--- src/dll_pkg.sv ---
package dll_pkg;

    // ----------------------------------------------------------------------
    // widths
    // ----------------------------------------------------------------------
    localparam int pipe_width   = 256;
    localparam int dllp_width   = 48;    // token/crc, type and three payload bytes
    localparam int token_width  = 16;
    localparam int crc_width    = 16;
    localparam int seq_width    = 12;
    localparam int credit_width = 12;

    localparam logic [token_width-1:0] dllp_token = 16'hACF0;
    localparam logic [crc_width-1:0]   crc_poly   = 16'h100B;
    localparam logic [crc_width-1:0]   crc_seed   = 16'hFFFF;

    // ----------------------------------------------------------------------
    // bit positions inside a dllp beat
    // ----------------------------------------------------------------------
    localparam int crc_in_msb  = 47;     // crc runs msb first
    localparam int crc_in_lsb  = 16;
    localparam int type_msb    = 23;
    localparam int type_lsb    = 16;
    localparam int hdr_hi_msb  = 29;
    localparam int hdr_hi_lsb  = 24;
    localparam int hdr_lo_msb  = 39;
    localparam int hdr_lo_lsb  = 38;
    localparam int data_hi_msb = 35;
    localparam int data_hi_lsb = 32;
    localparam int data_lo_msb = 47;
    localparam int data_lo_lsb = 40;

    typedef logic [pipe_width-1:0]   pipe_data_t;
    typedef logic [seq_width-1:0]    seq_num_t;
    typedef logic [credit_width-1:0] credit_t;

    typedef enum logic [7:0] {
        dllp_ack       = 8'h00,
        dllp_nak       = 8'h10,
        dllp_init1_p   = 8'h40,
        dllp_init1_np  = 8'h50,
        dllp_init1_cpl = 8'h60,
        dllp_updfc_p   = 8'h80,
        dllp_updfc_np  = 8'h90,
        dllp_updfc_cpl = 8'hA0,
        dllp_init2_p   = 8'hC0,
        dllp_init2_np  = 8'hD0,
        dllp_init2_cpl = 8'hE0
    } dllp_type_e;

    typedef enum logic [1:0] {
        acknak_none = 2'd0,
        acknak_ack  = 2'd1,
        acknak_nak  = 2'd2
    } acknak_e;

endpackage

--- src/tlp_pkg.sv ---
package tlp_pkg;

    // ----------------------------------------------------------------------
    // header-only non-posted tlp layout
    // ----------------------------------------------------------------------
    localparam int          np_marker_msb = 3;
    localparam logic [3:0]  np_marker     = 4'b1111;   // low nibble of the beat

    localparam int seq_hi_msb = 19;    // seq = {19:16, 31:24}
    localparam int seq_hi_lsb = 16;
    localparam int seq_lo_msb = 31;
    localparam int seq_lo_lsb = 24;
    localparam int np_hdr_msb = 159;   // forwarded header, 128 bits
    localparam int np_hdr_lsb = 32;

    // codes toward the transaction layer
    typedef enum logic [2:0] {
        tl_idle   = 3'd0,
        tl_np_hdr = 3'd3,
        tl_done   = 3'd7
    } tl_code_e;

    typedef enum logic [1:0] {
        st_idle,
        st_seq_check,
        st_send_hdr,
        st_done
    } tlp_state_e;

endpackage

--- src/dllp_if.sv ---
interface dllp_if
    import dll_pkg::*;
();

    logic       valid;         // one pulse per dllp that passed crc
    dllp_type_e dllp_type;
    credit_t    hdr_field;
    credit_t    data_field;    // also the ack/nak sequence number

    modport framer (
        output valid,
        output dllp_type,
        output hdr_field,
        output data_field
    );

    modport decoder (
        input  valid,
        input  dllp_type,
        input  hdr_field,
        input  data_field
    );

endinterface

--- src/rx_framer.sv ---
module rx_framer
    import dll_pkg::*;
    import tlp_pkg::*;
(
    input  logic          sclk_i,
    input  logic          srst_n_i,
    input  logic          pipe_valid_i,
    input  pipe_data_t    pipe_data_i,
    output logic          tlp_start_o,
    dllp_if.framer        dllp
);

    logic                  is_dllp;
    logic                  s1_valid;
    logic [dllp_width-1:0] s1_dllp;
    logic [crc_width-1:0]  crc;
    logic                  crc_ok;

    assign is_dllp     = pipe_valid_i && (pipe_data_i[token_width-1:0] == dllp_token);
    assign tlp_start_o = pipe_valid_i && !is_dllp &&
                         (pipe_data_i[np_marker_msb:0] == np_marker);

    // ----------------------------------------------------------------------
    // stage 1, capture the dllp bytes
    // ----------------------------------------------------------------------
    always_ff @(posedge sclk_i) begin
        if (!srst_n_i) begin
            s1_valid <= 1'b0;
        end else begin
            s1_valid <= is_dllp;
        end
    end

    always_ff @(posedge sclk_i) begin
        if (is_dllp) begin
            s1_dllp <= pipe_data_i[dllp_width-1:0];
        end
    end

    // bit-serial crc-16 over the 32 payload bits
    always_comb begin
        crc = crc_seed;
        for (int i = crc_in_msb; i >= crc_in_lsb; i--) begin
            if (crc[crc_width-1] ^ s1_dllp[i]) begin
                crc = {crc[crc_width-2:0], 1'b0} ^ crc_poly;
            end else begin
                crc = {crc[crc_width-2:0], 1'b0};
            end
        end
    end

    assign crc_ok = (s1_dllp[crc_width-1:0] == ~crc);

    // ----------------------------------------------------------------------
    // stage 2, hand over checked dllps
    // ----------------------------------------------------------------------
    always_ff @(posedge sclk_i) begin
        if (!srst_n_i) begin
            dllp.valid <= 1'b0;
        end else begin
            dllp.valid <= s1_valid && crc_ok;   // bad crc simply drops out
        end
    end

    always_ff @(posedge sclk_i) begin
        dllp.dllp_type  <= dllp_type_e'(s1_dllp[type_msb:type_lsb]);
        dllp.hdr_field  <= credit_t'({s1_dllp[hdr_hi_msb:hdr_hi_lsb],
                                      s1_dllp[hdr_lo_msb:hdr_lo_lsb]});
        dllp.data_field <= {s1_dllp[data_hi_msb:data_hi_lsb], s1_dllp[data_lo_msb:data_lo_lsb]};
    end

    a_no_valid_after_reset: assert property (
        @(posedge sclk_i) $rose(srst_n_i) |=> !dllp.valid    // stage 1 leaves reset empty
    );

endmodule

--- src/dllp_decoder.sv ---
module dllp_decoder
    import dll_pkg::*;
(
    input  logic     sclk_i,
    input  logic     srst_n_i,
    dllp_if.decoder  dllp,
    output logic     init1_received_o,
    output logic     init2_received_o,
    output seq_num_t acknak_seq_num_o,
    output acknak_e  acknak_seq_en_o,
    output credit_t  cc_p_h_o,
    output credit_t  cc_p_d_o,
    output credit_t  cc_np_h_o,
    output credit_t  cc_cpl_h_o,
    output credit_t  cc_cpl_d_o,
    output logic     cc_p_en_o,
    output logic     cc_np_en_o,
    output logic     cc_cpl_en_o,
    output credit_t  cl_p_h_o,
    output credit_t  cl_p_d_o,
    output credit_t  cl_np_h_o,
    output credit_t  cl_cpl_h_o,
    output credit_t  cl_cpl_d_o
);

    logic [2:0] init1_seen;   // {cpl, np, p}
    logic [2:0] init2_seen;

    assign init1_received_o = &init1_seen;
    assign init2_received_o = &init2_seen;

    always_ff @(posedge sclk_i) begin
        if (!srst_n_i) begin
            init1_seen       <= '0;
            init2_seen       <= '0;
            acknak_seq_num_o <= '0;
            acknak_seq_en_o  <= acknak_none;
            cc_p_h_o         <= '0;
            cc_p_d_o         <= '0;
            cc_np_h_o        <= '0;
            cc_cpl_h_o       <= '0;
            cc_cpl_d_o       <= '0;
            cc_p_en_o        <= 1'b0;
            cc_np_en_o       <= 1'b0;
            cc_cpl_en_o      <= 1'b0;
            cl_p_h_o         <= '0;
            cl_p_d_o         <= '0;
            cl_np_h_o        <= '0;
            cl_cpl_h_o       <= '0;
            cl_cpl_d_o       <= '0;
        end else begin
            acknak_seq_en_o <= acknak_none;    // pulses by default
            cc_p_en_o       <= 1'b0;
            cc_np_en_o      <= 1'b0;
            cc_cpl_en_o     <= 1'b0;
            if (dllp.valid) begin
                case (dllp.dllp_type)
                    dllp_ack: begin
                        acknak_seq_en_o  <= acknak_ack;
                        acknak_seq_num_o <= seq_num_t'(dllp.data_field);
                    end
                    dllp_nak: begin
                        acknak_seq_en_o  <= acknak_nak;
                        acknak_seq_num_o <= seq_num_t'(dllp.data_field);
                    end
                    dllp_init1_p: begin
                        cl_p_h_o      <= dllp.hdr_field;
                        cl_p_d_o      <= dllp.data_field;
                        cc_p_en_o     <= 1'b1;
                        init1_seen[0] <= 1'b1;
                    end
                    dllp_init1_np: begin
                        cl_np_h_o     <= dllp.hdr_field;
                        cc_np_en_o    <= 1'b1;
                        init1_seen[1] <= 1'b1;
                    end
                    dllp_init1_cpl: begin
                        cl_cpl_h_o    <= dllp.hdr_field;
                        cl_cpl_d_o    <= dllp.data_field;
                        cc_cpl_en_o   <= 1'b1;
                        init1_seen[2] <= 1'b1;
                    end
                    dllp_init2_p:   init2_seen[0] <= 1'b1;
                    dllp_init2_np:  init2_seen[1] <= 1'b1;
                    dllp_init2_cpl: init2_seen[2] <= 1'b1;
                    dllp_updfc_p: begin
                        cc_p_h_o <= dllp.hdr_field;
                        cc_p_d_o <= dllp.data_field;
                    end
                    dllp_updfc_np:  cc_np_h_o <= dllp.hdr_field;
                    dllp_updfc_cpl: begin
                        cc_cpl_h_o <= dllp.hdr_field;
                        cc_cpl_d_o <= dllp.data_field;
                    end
                    default: ;                 // unknown type, nothing changes
                endcase
            end
        end
    end

    // ----------------------------------------------------------------------
    // checks
    // ----------------------------------------------------------------------
    a_acknak_code: assert property (
        @(posedge sclk_i) disable iff (!srst_n_i) 2'(acknak_seq_en_o) != 2'b11
    );

    // a pulse only lasts past one cycle when another dllp was already behind it
    property p_pulse_ends(en);
        @(posedge sclk_i) disable iff (!srst_n_i) (en && !dllp.valid) |=> !en;
    endproperty

    a_cc_p_pulse:   assert property (p_pulse_ends(cc_p_en_o));
    a_cc_np_pulse:  assert property (p_pulse_ends(cc_np_en_o));
    a_cc_cpl_pulse: assert property (p_pulse_ends(cc_cpl_en_o));

endmodule

--- src/tlp_seq_check.sv ---
module tlp_seq_check
    import dll_pkg::*;
    import tlp_pkg::*;
(
    input  logic       sclk_i,
    input  logic       srst_n_i,
    input  logic       tlp_start_i,
    input  pipe_data_t pipe_data_i,
    output seq_num_t   next_rcv_seq_o,
    output logic       nak_scheduled_o,
    output pipe_data_t dll2tl_data_o,
    output tl_code_e   dll2tl_data_en_o
);

    tlp_state_e state;
    pipe_data_t tlp_beat;
    seq_num_t   rx_seq;

    assign rx_seq = {tlp_beat[seq_hi_msb:seq_hi_lsb], tlp_beat[seq_lo_msb:seq_lo_lsb]};

    always_ff @(posedge sclk_i) begin
        if (state == st_idle && tlp_start_i) begin
            tlp_beat <= pipe_data_i;    // only taken while idle
        end
    end

    // ----------------------------------------------------------------------
    // sequence check and header forwarding
    // ----------------------------------------------------------------------
    always_ff @(posedge sclk_i) begin
        if (!srst_n_i) begin
            state            <= st_idle;
            next_rcv_seq_o   <= '0;
            nak_scheduled_o  <= 1'b0;
            dll2tl_data_o    <= '0;
            dll2tl_data_en_o <= tl_idle;
        end else begin
            case (state)
                st_idle: begin
                    dll2tl_data_en_o <= tl_idle;
                    if (tlp_start_i) begin
                        state <= st_seq_check;
                    end
                end
                st_seq_check: begin
                    if (rx_seq == next_rcv_seq_o) begin
                        next_rcv_seq_o  <= next_rcv_seq_o + seq_num_t'(1);  // wraps at 4096
                        nak_scheduled_o <= 1'b0;
                        state           <= st_send_hdr;
                    end else begin
                        nak_scheduled_o <= 1'b1;    // out of order, drop it
                        state           <= st_idle;
                    end
                end
                st_send_hdr: begin
                    dll2tl_data_o    <= pipe_data_t'(tlp_beat[np_hdr_msb:np_hdr_lsb]);
                    dll2tl_data_en_o <= tl_np_hdr;
                    state            <= st_done;
                end
                st_done: begin
                    dll2tl_data_en_o <= tl_done;
                    state            <= st_idle;
                end
                default: state <= st_idle;
            endcase
        end
    end

    a_done_after_hdr: assert property (
        @(posedge sclk_i) disable iff (!srst_n_i)
        dll2tl_data_en_o == tl_np_hdr |=> dll2tl_data_en_o == tl_done
    );

endmodule

--- src/dll_rx.sv ---
module dll_rx
    import dll_pkg::*;
    import tlp_pkg::*;
(
    input  logic       sclk_i,
    input  logic       srst_n_i,
    // ----------------------------------------------------------------------
    // pipe side
    // ----------------------------------------------------------------------
    input  logic       pipe_valid_i,
    input  pipe_data_t pipe_data_i,
    // ----------------------------------------------------------------------
    // link state, ack/nak and transaction layer
    // ----------------------------------------------------------------------
    output logic       init1_received_o,
    output logic       init2_received_o,
    output logic       nak_scheduled_o,
    output seq_num_t   next_rcv_seq_o,
    output seq_num_t   acknak_seq_num_o,
    output acknak_e    acknak_seq_en_o,
    output pipe_data_t dll2tl_data_o,
    output tl_code_e   dll2tl_data_en_o,
    // ----------------------------------------------------------------------
    // flow control credits of the link partner
    // ----------------------------------------------------------------------
    output credit_t    cc_p_h_o,
    output credit_t    cc_p_d_o,
    output credit_t    cc_np_h_o,
    output credit_t    cc_cpl_h_o,
    output credit_t    cc_cpl_d_o,
    output logic       cc_p_en_o,
    output logic       cc_np_en_o,
    output logic       cc_cpl_en_o,
    output credit_t    cl_p_h_o,
    output credit_t    cl_p_d_o,
    output credit_t    cl_np_h_o,
    output credit_t    cl_cpl_h_o,
    output credit_t    cl_cpl_d_o
);

    logic tlp_start;    // header-only np tlp on the input

    dllp_if i_dllp_if ();

    rx_framer i_rx_framer (
        .sclk_i       (sclk_i),
        .srst_n_i     (srst_n_i),
        .pipe_valid_i (pipe_valid_i),
        .pipe_data_i  (pipe_data_i),
        .tlp_start_o  (tlp_start),
        .dllp         (i_dllp_if.framer)
    );

    dllp_decoder i_dllp_decoder (
        .sclk_i           (sclk_i),
        .srst_n_i         (srst_n_i),
        .dllp             (i_dllp_if.decoder),
        .init1_received_o (init1_received_o),
        .init2_received_o (init2_received_o),
        .acknak_seq_num_o (acknak_seq_num_o),
        .acknak_seq_en_o  (acknak_seq_en_o),
        .cc_p_h_o         (cc_p_h_o),
        .cc_p_d_o         (cc_p_d_o),
        .cc_np_h_o        (cc_np_h_o),
        .cc_cpl_h_o       (cc_cpl_h_o),
        .cc_cpl_d_o       (cc_cpl_d_o),
        .cc_p_en_o        (cc_p_en_o),
        .cc_np_en_o       (cc_np_en_o),
        .cc_cpl_en_o      (cc_cpl_en_o),
        .cl_p_h_o         (cl_p_h_o),
        .cl_p_d_o         (cl_p_d_o),
        .cl_np_h_o        (cl_np_h_o),
        .cl_cpl_h_o       (cl_cpl_h_o),
        .cl_cpl_d_o       (cl_cpl_d_o)
    );

    tlp_seq_check i_tlp_seq_check (
        .sclk_i           (sclk_i),
        .srst_n_i         (srst_n_i),
        .tlp_start_i      (tlp_start),
        .pipe_data_i      (pipe_data_i),
        .next_rcv_seq_o   (next_rcv_seq_o),
        .nak_scheduled_o  (nak_scheduled_o),
        .dll2tl_data_o    (dll2tl_data_o),
        .dll2tl_data_en_o (dll2tl_data_en_o)
    );

endmodule

--- config.mk ---
export PLATFORM = sky130hd
export DESIGN_NAME = dll_rx
export DESIGN_NICKNAME = d
export VERILOG_FILES = /design/src/dll_pkg.sv /design/src/tlp_pkg.sv /design/src/dllp_if.sv /design/src/rx_framer.sv /design/src/dllp_decoder.sv /design/src/tlp_seq_check.sv /design/src/dll_rx.sv
export SDC_FILE = /design/constraint.sdc
export NUM_CORES = 1
export LEC_CHECK = 0
export BUFFER_PORTS_ARGS = -buffer_cell sky130_fd_sc_hd__buf_4
export CORE_AREA = 2 2 258 260
export CTS_BUF_LIST = sky130_fd_sc_hd__clkbuf_8 sky130_fd_sc_hd__clkbuf_16
export CTS_CLUSTER_DIAMETER = 60
export DETAILED_ROUTE_END_ITERATION = 7
export DIE_AREA = 0 0 260 262
export SLEW_MARGIN = 30
export SYNTH_ARGS = -nofsm -noshare
export SYNTH_HDL_FRONTEND = slang
export SYNTH_HIERARCHICAL = 1
export SYNTH_SLANG_ARGS = --single-unit
--- constraint.sdc ---
create_clock -name sclk_i -period 23.7 [get_ports sclk_i]
set_input_delay 3.555 -clock sclk_i [delete_from_list [all_inputs] [get_ports sclk_i]]
set_output_delay 3.555 -clock sclk_i [all_outputs]
set_load 0.02 [all_outputs]
==> impl_results.md <==
* Most frequent CP cell: buf_4
* Final hold vios at 0
* FILL cells at 6,405
* Arrival @ worst endpoint at 6.16 ns
* Max-slew violation count at 0
* RR Startpoint: i_rx_framer/s1_dllp[45]
* Reg2Reg Depth at 8
* Vias at 12,847
* CTS Hold Bufs at 0
* Crit-path slowest cell: nor3b_4
* Slew @ Worst Pin at 0.989 ns
* Post-synth ARST share at 0
* Row count at 94
* Final Instance Count excl. Fillers at 3,001
* Sequential area share after synthesis at 0.621
* Crit path launch type: input port
* Dpl hpwl at 36,900 µm
* Post-Synth Simple-Gate Area at 0.112
* GPL Wtd Cong at 0.776
* Layout Utilization at 0.384
* Nets at 2,339
* YS warnings at 6
* DRT iter0 DRCs at 586
* Netlist cell types at 60
* Clk slew on worst S/H paths at 0.06 ns
* ANT nets after route at 0
* Share of layout cells above drive strength 1 at 0.275
* Worst vdd ir at 0.0563 mV
* Die X at 260 µm
* Yosys reg bits at 506
* Largest net degree at the start of global routing at 92
* GRT overflow at 0
* Worst R2R Setup Slack at 19.73 ns
* Core box area at 65,300 µm²
* Origin of the worst setup path: pipe_data_i[0]
* Port buffer count at 445
* Clk_lat worst skew at 0.61 ns
* Setup TNS Final at 0 ns
* LEAKAGE at 10.7 nW
* Final hold slack at 0.381 ns
* Ports at 670
* Placed insts at 2,880
* Reg-to-Reg End: i_rx_framer/dllp.valid
* CTS tree: yes
* Peak Freq at 169 MHz
* Post-Synth Adder-Cell Area at 0.000647
* Remaining DRCs at 0
* Hold/Removal Path Class: reg -> reg
* Netlist Area Pre-Place at 19,300 µm²
* Synthesized instance count at 1,646
* Req. time, crit path at 23.93 ns
* Routed len/inst at 17.3 µm
* CP Class: in -> reg
* Pwr Total at 1.90 mW
* Post-synthesis mux area share at 0.0707
* Post_cts resized at 0
* Initial antenna violation count at 12
* Pre-Repair DR Iteration Count at 5
* Setup WS pre-CTS at 16.76 ns
* Synth Area in Compound Gates at 0.0448
* Tcrit/Tclk final at 0.250
* Final Instance Area at 25,100 µm²
* RSZ-0062 raised after global routing: false
* Die H at 262 µm
* Post-CTS Setup Bufs at 0
* H-tree levels at 2
* Die area at 68,100 µm²
* Worst Skew at 0.0168 ns
* Avg Cell Area, Syn at 11.7 µm²
* DP Area at 23,000 µm²
* Final setup fails at 0
* Worst path max stage delay at 0.69 ns
* Maximum fanout along the worst path at 77
* Initial Util at 0.296
* Hold EP: i_rx_framer/dllp.dllp_type[1]
* Fin crit period at 5.92 ns
* First-pass GRT wire length at 75,400 µm
* CTS buffer count at 61
* GRT Util Overall at 0.144
* CP Capture Type: register
* Hold Crit Start: i_rx_framer/s1_dllp[17]
* Leading register cell type out of synthesis: dfxtp_1
* XOR/XNOR Fraction of Synth Area at 0.0782
* Vias in the first global route at 12,620
* P per Cell Area at 75.7 nW/µm²
* Max-cap violations at 0
* Vias per cell at 4.28
* CTS root buffer: clkbuf_16
* Hold Crit Depth at 0
* Status: finished clean
* Layout area overhead at 29.7%
* Setup ws final at 17.78 ns
* Slew margin rel. at 0.341
* Final wirelength at 52,000 µm
* Post-synth EDFFs at 188
* CTS Buffer Depth at 3
* Crit path cell chain: buf_4, nand3_1, nor2_1, nor3b_4, buf_4, buf_6
* Clk sinks at 506
* Main combinational cell family by area after synthesis: simple AND/OR/NAND/NOR gates
placed cells by master, fill, tap and decap left out, types with 10 or more instances in the layout:
master / instances
nand2_1: 422
dfxtp_1: 318
buf_4: 451
conb_1: 132
clkinv_2: 13
xnor3_1: 14
nand3_1: 10
inv_1: 17
edfxtp_1: 188
xnor2_1: 67
nor2_1: 11
clkbuf_16: 67
mux2i_1: 135
a21oi_1: 140
xor2_1: 17
routing by layer:
layer / up-vias / global-route usage / routed length, µm
li1: 6178 / - / -
met1: 6126 / 0.176 / 21200
met2: 429 / 0.231 / 24500
met3: 100 / 0.0585 / 4950
met4: 14 / 0.0450 / 1270
met5: - / 0 / 86
registers in the layout, summed over array words and instances, names as in the netlist, 2 cells and up, named ones only:
register                          cells
i_dllp_decoder/acknak_seq_en_o        2
i_dllp_decoder/acknak_seq_num_o      12
i_dllp_decoder/cc_cpl_d_o            12
i_dllp_decoder/cc_cpl_h_o            12
i_dllp_decoder/cc_np_h_o             12
i_dllp_decoder/cc_p_d_o              12
i_dllp_decoder/cc_p_h_o              12
i_dllp_decoder/cl_cpl_d_o            12
i_dllp_decoder/cl_cpl_h_o            12
i_dllp_decoder/cl_np_h_o             12
i_dllp_decoder/cl_p_d_o              12
i_dllp_decoder/cl_p_h_o              12
i_dllp_decoder/init1_seen             3
i_dllp_decoder/init2_seen             3
i_rx_framer/dllp.data_field          12
i_rx_framer/dllp.dllp_type            8
i_rx_framer/dllp.hdr_field            8
i_rx_framer/s1_dllp                  48
i_tlp_seq_check/dll2tl_data_en_o      2
i_tlp_seq_check/dll2tl_data_o       128
i_tlp_seq_check/next_rcv_seq_o       12
i_tlp_seq_check/tlp_beat            140
worst max-delay path by stage:
stage / to / slack (ns) / cells past startpoint
6_report: i_tlp_seq_check/tlp_beat[43] / 17.78 / 6
5_1_grt: i_tlp_seq_check/tlp_beat[49] / 17.62 / 6
4_1_cts: i_tlp_seq_check/tlp_beat[51] / 17.48 / 6
3_5_place_dp: i_tlp_seq_check/tlp_beat[42] / 16.76 / 6
2_1_floorplan: i_tlp_seq_check/tlp_beat[100] / 9.02 / 3
3_3_place_gp: i_tlp_seq_check/tlp_beat[47] / 16.69 / 6
logic make-up after synthesis:
group	Yosys count
compound gates	162
xor+xnor	117
fa+ha+maj	1
buf+inv	219
flops	506
mux	136
other cells	2
simple gates	503
cells in the mapped netlist (3+ instances only):
master    instances  area (µm²)
o31ai_1           4        30.0
and3b_1           4        35.0
xnor3_4           3        78.8
buf_6             7        78.8
dfxtp_1         318        6370
nor3_1            4        20.0
xnor2_1          67         587
xor3_1            6         143
or4_1             5        37.5
edfxtp_1        188        5650
nor2_1           11        41.3
or3_1             5        31.3
nand3_1          10        50.1
and3_1            8        50.1
nor2b_1           6        37.5
nand2_1         422        1580
a21oi_1         140         701
buf_1             3        11.3
xnor3_1          14         315
buf_2             7        35.0
xor2_1           17         149
xnor3_2           3        71.3
clkbuf_1         60         225
nand3_4           4        70.1
inv_1             4        15.0
nand4_1           6        37.5
o21ai_0           6        30.0
buf_4           136        1020
mux2i_1         135        1350
worst max-delay path: cells and delay by family:
family / cells / cell delay [ns]
buffers and inverters: 3 / 1.43
AND/OR/NAND/NOR: 3 / 0.97
power breakdown:
part / switching, mW / internal, mW / total [mW] / leakage [nW]
clock: 0.373 / 0.566 / 0.939 / 1.10
combinational: 0.0378 / 0.0184 / 0.0562 / 5.38
sequential: 0.000775 / 0.904 / 0.905 / 4.27
total: 0.411 / 1.49 / 1.90 / 10.7
cell type report:
| type | instances | area, µm² | area share |
|---|---|---|---|
| Antenna cell | 5 | 12.5 | 0.000499 |
| Tap cell | 864 | 1080 | 0.0431 |
| Multi-Input combinational cell | 1051 | 6440 | 0.257 |
| Clock inverter | 42 | 327 | 0.0130 |
| Clock buffer | 74 | 1770 | 0.0707 |
| Sequential cell | 506 | 12000 | 0.479 |
| Inverter | 5 | 21.3 | 0.000848 |
| Timing Repair Buffer | 454 | 3420 | 0.136 |
Power figures use the tool's default switching activity.
